## src/pwm_intb_pkg.sv

```systemverilog
package pwm_intb_pkg;

    // ==============================
    // counter sizing
    // ==============================

    // pulse-width and gap counters share one width
    localparam int PULSE_CNT_W = 8;

    // ==============================
    // front-end and decoder results
    // ==============================

    // one channel's pulse result for a single cycle
    // valid and bad are never high together
    typedef struct packed {
        logic valid;
        logic bad;
    } pulse_evt_t;

    // one channel's decoder result
    typedef struct packed {
        // level, high while the fault is asserted
        logic fault;
        // strobe in the cycle the fault rises
        logic assert_evt;
    } ch_state_t;

    // burst counter states
    typedef enum logic [2:0] {
        IDLE = 3'd0,
        GOT1 = 3'd1,
        GOT2 = 3'd2,
        GOT3 = 3'd3,
        GOT4 = 3'd4
    } decode_st_e;

endpackage

```

## src/axil_pkg.sv

```systemverilog
package axil_pkg;

    // ==============================
    // bus sizing
    // ==============================

    localparam int AXIL_ADDR_W = 8;
    localparam int AXIL_DATA_W = 32;
    localparam int AXIL_STRB_W = AXIL_DATA_W / 8;

    localparam logic [1:0] RESP_OKAY = 2'b00;

    // register map
    localparam logic [AXIL_ADDR_W-1:0] REG_STATUS = 8'h00;
    localparam logic [AXIL_ADDR_W-1:0] REG_EVENT  = 8'h04;
    localparam logic [AXIL_ADDR_W-1:0] REG_ERROR  = 8'h08;
    localparam logic [AXIL_ADDR_W-1:0] REG_ENABLE = 8'h0C;

    // ==============================
    // channel structs
    // ==============================

    // master to slave
    typedef struct packed {
        logic [AXIL_ADDR_W-1:0] awaddr;
        logic                   awvalid;
        logic [AXIL_DATA_W-1:0] wdata;
        logic [AXIL_STRB_W-1:0] wstrb;
        logic                   wvalid;
        logic                   bready;
        logic [AXIL_ADDR_W-1:0] araddr;
        logic                   arvalid;
        logic                   rready;
    } axil_req_t;

    // slave to master
    typedef struct packed {
        logic                   awready;
        logic                   wready;
        logic                   bvalid;
        logic [1:0]             bresp;
        logic                   arready;
        logic                   rvalid;
        logic [AXIL_DATA_W-1:0] rdata;
        logic [1:0]             rresp;
    } axil_rsp_t;

endpackage

```

## src/pwm_pulse_qualify.sv

```systemverilog
`timescale 1ns/100ps

module pwm_pulse_qualify #(
    parameter int NUM_CH    = 4,
    parameter int PULSE_MIN = 4,
    parameter int PULSE_MAX = 8
) (
    input  logic                                   i_clk,
    input  logic                                   i_rst_n,
    input  logic [NUM_CH-1:0]                      i_intb_line_n,
    output pwm_intb_pkg::pulse_evt_t [NUM_CH-1:0]  o_evt
);
    import pwm_intb_pkg::*;

    localparam logic [PULSE_CNT_W-1:0] CNT_MIN = PULSE_CNT_W'(PULSE_MIN);
    localparam logic [PULSE_CNT_W-1:0] CNT_MAX = PULSE_CNT_W'(PULSE_MAX);
    localparam logic [PULSE_CNT_W-1:0] CNT_SAT = PULSE_CNT_W'(PULSE_MAX + 1);

    logic [NUM_CH-1:0] line_meta;
    logic [NUM_CH-1:0] line_sync;

    // ==============================
    // two-flop synchronizer
    // ==============================

    // idle lines sit high
    always_ff @(posedge i_clk or negedge i_rst_n) begin
        if (!i_rst_n) begin
            line_meta <= '1;
            line_sync <= '1;
        end else begin
            line_meta <= i_intb_line_n;
            line_sync <= line_meta;
        end
    end

    // ==============================
    // per-channel width measurement
    // ==============================

    for (genvar k = 0; k < NUM_CH; k++) begin : g_ch
        logic [PULSE_CNT_W-1:0] width_cnt;
        logic                   pulse_end;
        logic                   in_window;

        // a nonzero count means the line was low up to now
        assign pulse_end = line_sync[k] && (width_cnt != '0);
        assign in_window = (width_cnt >= CNT_MIN) && (width_cnt <= CNT_MAX);

        always_ff @(posedge i_clk or negedge i_rst_n) begin
            if (!i_rst_n) begin
                width_cnt <= '0;
            end else if (line_sync[k]) begin
                width_cnt <= '0;
            end else if (width_cnt != CNT_SAT) begin
                width_cnt <= width_cnt + 1'b1;
            end
        end

        // classify once at the rising edge
        always_ff @(posedge i_clk or negedge i_rst_n) begin
            if (!i_rst_n) begin
                o_evt[k] <= '0;
            end else begin
                o_evt[k].valid <= pulse_end && in_window;
                o_evt[k].bad   <= pulse_end && !in_window;
            end
        end
    end

endmodule

```

## src/pwm_intb_decode.sv

```systemverilog
`timescale 1ns/100ps

module pwm_intb_decode #(
    parameter int GAP_CYC = 20
) (
    input  logic                     i_clk,
    input  logic                     i_rst_n,
    input  pwm_intb_pkg::pulse_evt_t i_evt,
    output pwm_intb_pkg::ch_state_t  o_state
);
    import pwm_intb_pkg::*;

    localparam logic [PULSE_CNT_W-1:0] GAP_END = PULSE_CNT_W'(GAP_CYC);

    decode_st_e             state_q;
    decode_st_e             state_d;
    logic [PULSE_CNT_W-1:0] gap_cnt;
    logic                   gap_done;
    logic                   fault_set;
    logic                   fault_clr;

    // ==============================
    // gap timer
    // ==============================

    // restarts on each accepted pulse, holds once the gap is reached
    always_ff @(posedge i_clk or negedge i_rst_n) begin
        if (!i_rst_n) begin
            gap_cnt <= '0;
        end else if (i_evt.valid) begin
            gap_cnt <= '0;
        end else if (!gap_done) begin
            gap_cnt <= gap_cnt + 1'b1;
        end
    end

    assign gap_done = (gap_cnt == GAP_END);

    // ==============================
    // burst counter
    // ==============================

    always_comb begin
        state_d = state_q;
        case (state_q)
            IDLE: begin
                if (i_evt.valid) begin
                    state_d = GOT1;
                end
            end
            GOT1: begin
                if (i_evt.valid) begin
                    state_d = GOT2;
                end else if (gap_done) begin
                    state_d = IDLE;
                end
            end
            GOT2: begin
                if (i_evt.valid) begin
                    state_d = GOT3;
                end else if (gap_done) begin
                    state_d = IDLE;
                end
            end
            GOT3: begin
                if (i_evt.valid) begin
                    state_d = GOT4;
                end else if (gap_done) begin
                    state_d = IDLE;
                end
            end
            // release message complete
            GOT4:    state_d = IDLE;
            default: state_d = IDLE;
        endcase
    end

    always_ff @(posedge i_clk or negedge i_rst_n) begin
        if (!i_rst_n) begin
            state_q <= IDLE;
        end else begin
            state_q <= state_d;
        end
    end

    // single pulse then silence asserts, four pulses release
    assign fault_set = (state_q == GOT1) && gap_done && !i_evt.valid;
    assign fault_clr = (state_q == GOT4);

    always_ff @(posedge i_clk or negedge i_rst_n) begin
        if (!i_rst_n) begin
            o_state <= '0;
        end else begin
            o_state.assert_evt <= fault_set && !o_state.fault;
            if (fault_set) begin
                o_state.fault <= 1'b1;
            end else if (fault_clr) begin
                o_state.fault <= 1'b0;
            end
        end
    end

endmodule

```

## src/intb_status_axil.sv

```systemverilog
`timescale 1ns/100ps

module intb_status_axil #(
    parameter int NUM_CH = 4
) (
    input  logic                                  i_clk,
    input  logic                                  i_rst_n,
    input  pwm_intb_pkg::ch_state_t [NUM_CH-1:0]  i_state,
    input  pwm_intb_pkg::pulse_evt_t [NUM_CH-1:0] i_evt,
    input  axil_pkg::axil_req_t                   i_axil,
    output axil_pkg::axil_rsp_t                   o_axil,
    output logic                                  o_irq
);
    import axil_pkg::*;

    logic [NUM_CH-1:0]      fault_vec;
    logic [NUM_CH-1:0]      assert_vec;
    logic [NUM_CH-1:0]      bad_vec;
    logic [NUM_CH-1:0]      event_q;
    logic [NUM_CH-1:0]      error_q;
    logic [NUM_CH-1:0]      enable_q;
    logic [AXIL_DATA_W-1:0] wmask;
    logic [NUM_CH-1:0]      wbits;
    logic                   wr_fire;
    logic                   rd_fire;
    logic                   bvalid_q;
    logic                   rvalid_q;
    logic [AXIL_DATA_W-1:0] rdata_q;
    logic [AXIL_DATA_W-1:0] rd_mux;
    logic                   irq_q;

    // flatten per-channel inputs
    always_comb begin
        for (int k = 0; k < NUM_CH; k++) begin
            fault_vec[k]  = i_state[k].fault;
            assert_vec[k] = i_state[k].assert_evt;
            bad_vec[k]    = i_evt[k].bad;
        end
    end

    // ==============================
    // write path
    // ==============================

    assign wr_fire = i_axil.awvalid && i_axil.wvalid && !bvalid_q;

    always_comb begin
        for (int b = 0; b < AXIL_DATA_W; b++) begin
            wmask[b] = i_axil.wstrb[b / 8];
        end
    end

    assign wbits = NUM_CH'(i_axil.wdata & wmask);

    // sticky set wins over write-one-to-clear
    always_ff @(posedge i_clk or negedge i_rst_n) begin
        if (!i_rst_n) begin
            event_q  <= '0;
            error_q  <= '0;
            enable_q <= '0;
        end else begin
            event_q <= assert_vec |
                       (event_q & ~((wr_fire && i_axil.awaddr == REG_EVENT) ? wbits : '0));
            error_q <= bad_vec |
                       (error_q & ~((wr_fire && i_axil.awaddr == REG_ERROR) ? wbits : '0));
            if (wr_fire && i_axil.awaddr == REG_ENABLE) begin
                enable_q <= (enable_q & ~NUM_CH'(wmask)) | wbits;
            end
        end
    end

    always_ff @(posedge i_clk or negedge i_rst_n) begin
        if (!i_rst_n) begin
            bvalid_q <= 1'b0;
        end else if (bvalid_q && i_axil.bready) begin
            bvalid_q <= 1'b0;
        end else if (wr_fire) begin
            bvalid_q <= 1'b1;
        end
    end

    // ==============================
    // read path
    // ==============================

    assign rd_fire = i_axil.arvalid && !rvalid_q;

    always_comb begin
        case (i_axil.araddr)
            REG_STATUS: rd_mux = AXIL_DATA_W'(fault_vec);
            REG_EVENT:  rd_mux = AXIL_DATA_W'(event_q);
            REG_ERROR:  rd_mux = AXIL_DATA_W'(error_q);
            REG_ENABLE: rd_mux = AXIL_DATA_W'(enable_q);
            default:    rd_mux = '0;
        endcase
    end

    always_ff @(posedge i_clk or negedge i_rst_n) begin
        if (!i_rst_n) begin
            rvalid_q <= 1'b0;
        end else if (rvalid_q && i_axil.rready) begin
            rvalid_q <= 1'b0;
        end else if (rd_fire) begin
            rvalid_q <= 1'b1;
        end
    end

    // held while rvalid waits
    always_ff @(posedge i_clk or negedge i_rst_n) begin
        if (!i_rst_n) begin
            rdata_q <= '0;
        end else if (rd_fire) begin
            rdata_q <= rd_mux;
        end
    end

    always_comb begin
        o_axil         = '0;
        o_axil.awready = wr_fire;
        o_axil.wready  = wr_fire;
        o_axil.bvalid  = bvalid_q;
        o_axil.bresp   = RESP_OKAY;
        o_axil.arready = rd_fire;
        o_axil.rvalid  = rvalid_q;
        o_axil.rdata   = rdata_q;
        o_axil.rresp   = RESP_OKAY;
    end

    // enable masks both event and error
    always_ff @(posedge i_clk or negedge i_rst_n) begin
        if (!i_rst_n) begin
            irq_q <= 1'b0;
        end else begin
            irq_q <= |((event_q | error_q) & enable_q);
        end
    end

    assign o_irq = irq_q;

endmodule

```

## src/lv_intb_top.sv

```systemverilog
`timescale 1ns/100ps

module lv_intb_top #(
    parameter int NUM_CH    = 4,
    parameter int PULSE_MIN = 4,
    parameter int PULSE_MAX = 8,
    parameter int GAP_CYC   = 20
) (
    input  logic                i_clk,
    input  logic                i_rst_n,
    input  logic [NUM_CH-1:0]   i_intb_line_n,
    input  axil_pkg::axil_req_t i_axil,
    output axil_pkg::axil_rsp_t o_axil,
    output logic [NUM_CH-1:0]   o_fault_n,
    output logic                o_irq
);
    import pwm_intb_pkg::*;

    pulse_evt_t [NUM_CH-1:0] evt;
    ch_state_t  [NUM_CH-1:0] ch_state;

    // shared front end for all channels
    pwm_pulse_qualify #(
        .NUM_CH    (NUM_CH),
        .PULSE_MIN (PULSE_MIN),
        .PULSE_MAX (PULSE_MAX)
    ) pwm_pulse_qualify_i (
        .i_clk         (i_clk),
        .i_rst_n       (i_rst_n),
        .i_intb_line_n (i_intb_line_n),
        .o_evt         (evt)
    );

    // ==============================
    // one decoder per channel
    // ==============================

    for (genvar k = 0; k < NUM_CH; k++) begin : g_dec
        pwm_intb_decode #(
            .GAP_CYC (GAP_CYC)
        ) pwm_intb_decode_i (
            .i_clk   (i_clk),
            .i_rst_n (i_rst_n),
            .i_evt   (evt[k]),
            .o_state (ch_state[k])
        );

        assign o_fault_n[k] = ~ch_state[k].fault;
    end

    intb_status_axil #(
        .NUM_CH (NUM_CH)
    ) intb_status_axil_i (
        .i_clk   (i_clk),
        .i_rst_n (i_rst_n),
        .i_state (ch_state),
        .i_evt   (evt),
        .i_axil  (i_axil),
        .o_axil  (o_axil),
        .o_irq   (o_irq)
    );

endmodule

```

## config.mk

```make
export PLATFORM = sky130hd
export DESIGN_NAME = lv_intb_top
export DESIGN_NICKNAME = d
export VERILOG_FILES = /design/src/pwm_intb_pkg.sv /design/src/axil_pkg.sv /design/src/pwm_pulse_qualify.sv /design/src/pwm_intb_decode.sv /design/src/intb_status_axil.sv /design/src/lv_intb_top.sv
export SDC_FILE = /design/constraint.sdc
export NUM_CORES = 1
export LEC_CHECK = 0
export ABC_CLOCK_PERIOD_IN_PS = 1530
export BUFFER_PORTS_ARGS = -buffer_cell sky130_fd_sc_hd__buf_2
export CAP_MARGIN = 20
export CORE_UTILIZATION = 51
export DETAILED_ROUTE_END_ITERATION = 16
export GPL_TIMING_DRIVEN = 0
export PLACE_DENSITY = 0.81
export SETUP_SLACK_MARGIN = 0.5
export SYNTH_ARGS = -nofsm -noshare
export SYNTH_HDL_FRONTEND = slang
export SYNTH_HIERARCHICAL = 1
export SYNTH_SLANG_ARGS = --single-unit
```

## constraint.sdc

```tcl
create_clock -name i_clk -period 1.53 [get_ports i_clk]
set_input_delay 0.306 -clock i_clk [delete_from_list [all_inputs] [get_ports i_clk]]
set_output_delay 0.306 -clock i_clk [all_outputs]
set_load 0.01 [all_outputs]
```

* After elaboration in Yosys (flattened, before gate mapping) *
Index checks and enable logic that the tools add are counted.

operators by class
  add/subtract/negate cells = 8
  magnitude comparators = 8
  equality and inequality tests = 38
  mux-type cells = 55
  bitwise gates (word level) = 16
  reduce and logical (&&, ||, !) cells = 70

operator list
  kind                                                                                  count
  8-bit two-way mux                                                                     16
  8-bit by 1-bit adder with 8-bit output (second input constant)                        8
  3-bit two-way mux                                                                     20
  3-bit one-hot mux with 4 select lines                                                 4
  1-bit logical AND                                                                     36
  8-bit by 4-bit equality test with 1-bit output (second input constant)                4
  8-bit by 5-bit equality test with 1-bit output (second input constant)                4
  8-bit by 3-bit greater-or-equal comparator with 1-bit output (second input constant)  4
  8-bit by 4-bit less-or-equal comparator with 1-bit output (second input constant)     4
  8-bit by 4-bit != test with 1-bit output (second input constant)                      4
  8-bit nonzero test                                                                    4
  3-bit by 2-bit equality test with 1-bit output (second input constant)                8
  4-bit AND                                                                             5
  2-bit nonzero test                                                                    10
  8-bit by 3-bit equality test with 1-bit output (second input constant)                2
  2-bit != test (second input constant)                                                 8
  4-bit OR                                                                              4
  4-bit one-hot mux with 4 select lines                                                 1
  1-bit logical NOT                                                                     14
  3-bit by 1-bit equality test with 1-bit output (second input constant)                4
  3-bit equality test (second input constant)                                           4
  3-bit logical NOT                                                                     4
  1-bit two-way mux                                                                     12
  4-bit NOT                                                                             3
  other kinds (4)                                                                       8

storage, ports and cells
  register bits after elaboration = 147
  input bits = 63
  logic and storage cells = 232

* Logic depth before layout (Yosys ltp) *
  depth in word-level cells = 7
  gate-level depth with buffers = 6
  depth with buffers taken out = 5

* Hierarchy *
Netlist, hierarchy kept.

by module, submodules not included
  module                                            times used  cells each  area an instance (um^2)  sequential area each (um^2)
  pwm_pulse_qualify                                 1           229         2316.0                   1211.2
  pwm_intb_decode (g_dec[0].pwm_intb_decode_i ...)  3           63          650.6                    325.3
  intb_status_axil                                  1           115         1257.5                   475.5
  pwm_intb_decode (g_dec[2].pwm_intb_decode_i)      1           69          675.6                    325.3
  lv_intb_top                                       1           4           15.0                     0.0

* Worst setup path before layout *
OpenSTA, ideal clock, no wires.

  path kind = input to register
  start point = input port i_axil[54] (netlist name)
  end point = register (tool-made name)
  setup time = 0.125 ns
  arrival = 1.654 ns
  required time = 1.405 ns
  path slack = -0.249 ns
  stages = 4
  buffers on the path = 1
  path through = or4_4 buf_6 nor4_4 mux2_2

RTL lines
  item                line               source
  start: declaration  lv_intb_top.sv:12  input axil_pkg::axil_req_t i_axil,

* Worst setup path after layout *
  start point = register intb_status_axil_i.bvalid_q
  end point = output port o_axil[40] (netlist name)

on the way
  word-level cells in the longest chain between the ends = 2

ends and longest elaborated chain
  item                      line                    source
  start: declaration        intb_status_axil.sv:26  logic bvalid_q;
  start signal: assignment  intb_status_axil.sv:74  bvalid_q <= 1'b0;
  start signal: assignment  intb_status_axil.sv:76  bvalid_q <= 1'b0;
  start signal: assignment  intb_status_axil.sv:78  bvalid_q <= 1'b1;
  1-bit logical NOT         intb_status_axil.sv:45  assign wr_fire = i_axil.awvalid && i_axil.wvalid && !bvalid_q;
  1-bit logical AND         intb_status_axil.sv:45
  end: declaration          lv_intb_top.sv:13       output axil_pkg::axil_rsp_t o_axil,

Every way passes these cells.

==> qor.txt <==
status: complete, but fails checks
failing checks: negative hold slack, negative setup slack
routed len/inst: 19.3 um
Worst Hold Class: primary input to asynchronous set/reset pin
Leak: 0.00432 uW
RSZ-0062 raised after global routing: true
Final ANT Viol Nets: 0
Critical Path Fanout Max: 2
Setup crit start kind: flop
Synth Register Bits: 119
Slew @ Worst Pin: 574 ps
Critical Path Most Common Cell: buf_6
drt total wl: 18600 um
origin of the critical flop-to-flop path: intb_status_axil_i/bvalid_q
P&R area growth vs syn: 51.6%
Crit path required time: 1220 ps
most frequent cells in the layout: dfrtp_1 (91), buf_4 (79), buf_6 (73)
Worst path slowest cell: dfrtp_1
IO buf count: 45
grt ovf: 0
Max-Slew Margin vs Limit: 61.7%
share of cells above drive strength 1: 52.1%
core area: 11700 sq um
leading cell type in the layout, fill and taps excluded: dfrtp_1
Worst Path Buf+Inv: 4
f_max: 0.562 GHz
Area contributors post-synth: dfrtp_1 (45%), buf_4 (4.5%), ha_1 (4.0%)
fin cells: 967
Power Total: 13400 uW
ys flop type: dfrtp_1
YS warnings: 6
via count of the routed design: 5567
Die Wd: 112 um
cell total after placement: 826
endpoints failing hold: 42
antenna violations before repair: 2
Setup Skew: 5.96 ps
Routability Congestion: 0.790
worst flop-to-flop path endpoint: intb_status_axil_i/event_q[1]
H-Tree Level Count: 4
Final nets: 892
worst IR drop on VDD: 899 uV
Iteration-0 DRC Markers: 535
R2R Setup Slk: -140 ps
Largest stage delay, worst path: 380 ps
Filler cells: 590
Syn Inst Count: 606
worst path cell trace: nand3b_1, clkbuf_8, inv_4, buf_6, buf_6
Initial Util: 53.3%
Cell Rows: 39
number of hold buffers added after CTS: 4
Tmin final: 1780 ps
Clk Tree Root Cell: clkbuf_16
Worst setup EP type: primary output
largest net degree at the start of global routing: 72
clock-pin slew on the worst setup and hold paths: 60 ps
clk buf depth: 2
clk_lat worst skew: 420 ps
Max Slew Vio Count: 0
Clock Sinks: 119
Synth Area per Inst: 10.3 sq um
first-pass GRT wire length: 25600 um
cell area after synthesis: 6220 sq um
Post-route DRC: 0
cells on worst reg2reg path: 5
Period Utilization, post-route: 116%
power per cell area: 1420 nW/um^2
Crit path max-delay family: buffers and inverters
Ports: 109
total CTS buffers: 17
Post-synth ARST share: 100%
final hold slack: -177 ps
vias in the first global route: 5431
CP Data Arrival Time: 1470 ps
synth unique cells: 58
die height: 112 um
GRT Overall Usage: 25.9%
cell depth of the worst setup path: 5
Setup CP Type: flop to primary output
setup slack after layout: -249 ps
drt via density: 5.76
detailed placement HPWL: 8380 um
post-synthesis sequential area ratio: 48.1%
post-synth top area share: 44.7%
total die area: 12600 sq um
post-synth top area cell: dfrtp_1
CTS tree: yes
Post-synth EDFFs: 0
Final setup viols: 17
max-cap viol count: 0
1st-pass router iterations: 4
-- area by class of cell --
class                      instances  area, sq um  area share [%]
antenna                            2         5.00          0.0531
buffer                            53          440            4.67
tap                              143          179            1.90
clock buffer                      29          531            5.63
timing repair buffer             153         1340            14.2
inverter                          31          126            1.34
clock inverter                     3         15.0           0.159
sequential                       119         3010            32.0
multi-input combinational        434         3780            40.1
-- flip-flops by register name, summed over array words and instances (netlist names), named ones only --
register / flops
intb_status_axil_i/rvalid_q: 1
pwm_pulse_qualify_i/line_meta: 4
g_dec.pwm_intb_decode_i/state_q: 12
intb_status_axil_i/error_q: 4
pwm_pulse_qualify_i/o_evt: 8
pwm_pulse_qualify_i/g_ch.width_cnt: 32
g_dec.pwm_intb_decode_i/o_state: 8
intb_status_axil_i/bvalid_q: 1
intb_status_axil_i/rdata_q: 4
pwm_pulse_qualify_i/line_sync: 4
intb_status_axil_i/event_q: 4
intb_status_axil_i/o_irq: 1
g_dec.pwm_intb_decode_i/gap_cnt: 32
-- what timing repair did --
item                                    CTS  global route
pin swaps                                48            25
hold endpoints to repair                 46            42
endpoints found under the setup margin  119           118
resized for setup                       167            73
setup buffers                            80            23
-- worst max path at each step --
stage	from	endpoint	slack [ps]
after floorplan	i_axil[54]	flop	-130
after global placement	i_rst_n	g_dec[3].pwm_intb_decode_i/gap_cnt[2]	-1500
after detailed placement	i_axil[54]	flop	-410
after CTS	intb_status_axil_i/bvalid_q	o_axil[39]	-240
after global routing	intb_status_axil_i/bvalid_q	o_axil[39]	-270
final	intb_status_axil_i/bvalid_q	o_axil[40]	-250
-- routing by layer --
| metal | routed length (um) | GRT usage (%) |
|---|---|---|
| met1 | 7050 | 29.5 |
| met2 | 9880 | 46.7 |
| met3 | 902 | 6.53 |
| met4 | 809 | 10.2 |
| met5 | 0 | 0 |
-- synthesized netlist by cell type (all sizes together) (3+ instances only) --
cell type / n
dfrtp: 111
nand4b: 3
o22ai: 4
o31ai: 3
a21o: 3
dfstp: 8
nor3b: 3
nand3: 29
nor4: 5
or4: 3
o21ai: 34
a22o: 5
nor2: 47
ha: 20
nand2: 27
a21oi: 33
o21bai: 3
nand4: 9
and3b: 4
buf: 43
nor2b: 10
o41ai: 8
mux4: 4
nand2b: 32
xor2: 16
or3: 27
and2: 3
clkbuf: 10
mux2: 12
nand3b: 11
nor3: 9
a211o: 3
and3: 7
inv: 31
a31oi: 3
mux2i: 8
a32o: 3
-- stage by stage --
step / util (%) / cell area [sq um] / setup WS [ps] / TNS [ps]
after floorplan: - / 6580 / -135 / -540
after global placement: 59.9 / 6980 / -1500 / -150070
after detailed placement: 60.1 / 7010 / -414 / -2910
after CTS: 76.5 / 8920 / -241 / -1040
after global routing: 80.8 / 9420 / -274 / -2320
final: 80.8 / 9420 / -249 / -1800
-- where the power goes --
group          switching, uW  internal [uW]  leakage (uW)  total [uW]
clock network           1390           2320      0.000271        3710
logic                   2330           2630       0.00254        4960
registers                914           3800       0.00151        4710
-- logic make-up (layout without fill, tap and decap cells) --
| logic type | count (synthesis) | after routing | synth area share, % |
|---|---|---|---|
| xor+xnor | 18 | 18 | 2.54 |
| fa+ha+maj | 20 | 20 | 4.03 |
| compound gates | 108 | 108 | 10.8 |
| other cells | 1 | 34 | 0.0603 |
| buf+inv | 84 | 269 | 7.73 |
| mux | 24 | 24 | 5.09 |
| flops | 119 | 119 | 48.1 |
| simple gates | 232 | 232 | 21.7 |
-- worst register-to-register path, cell delays in order (launching register included) --
cell	delay, ps
dfrtp_1	380
nand3b_1	250
clkbuf_8	210
buf_4	220
o41ai_4	380
nand2b_1	110
Note: power is estimated with default switching activity, not from simulation.
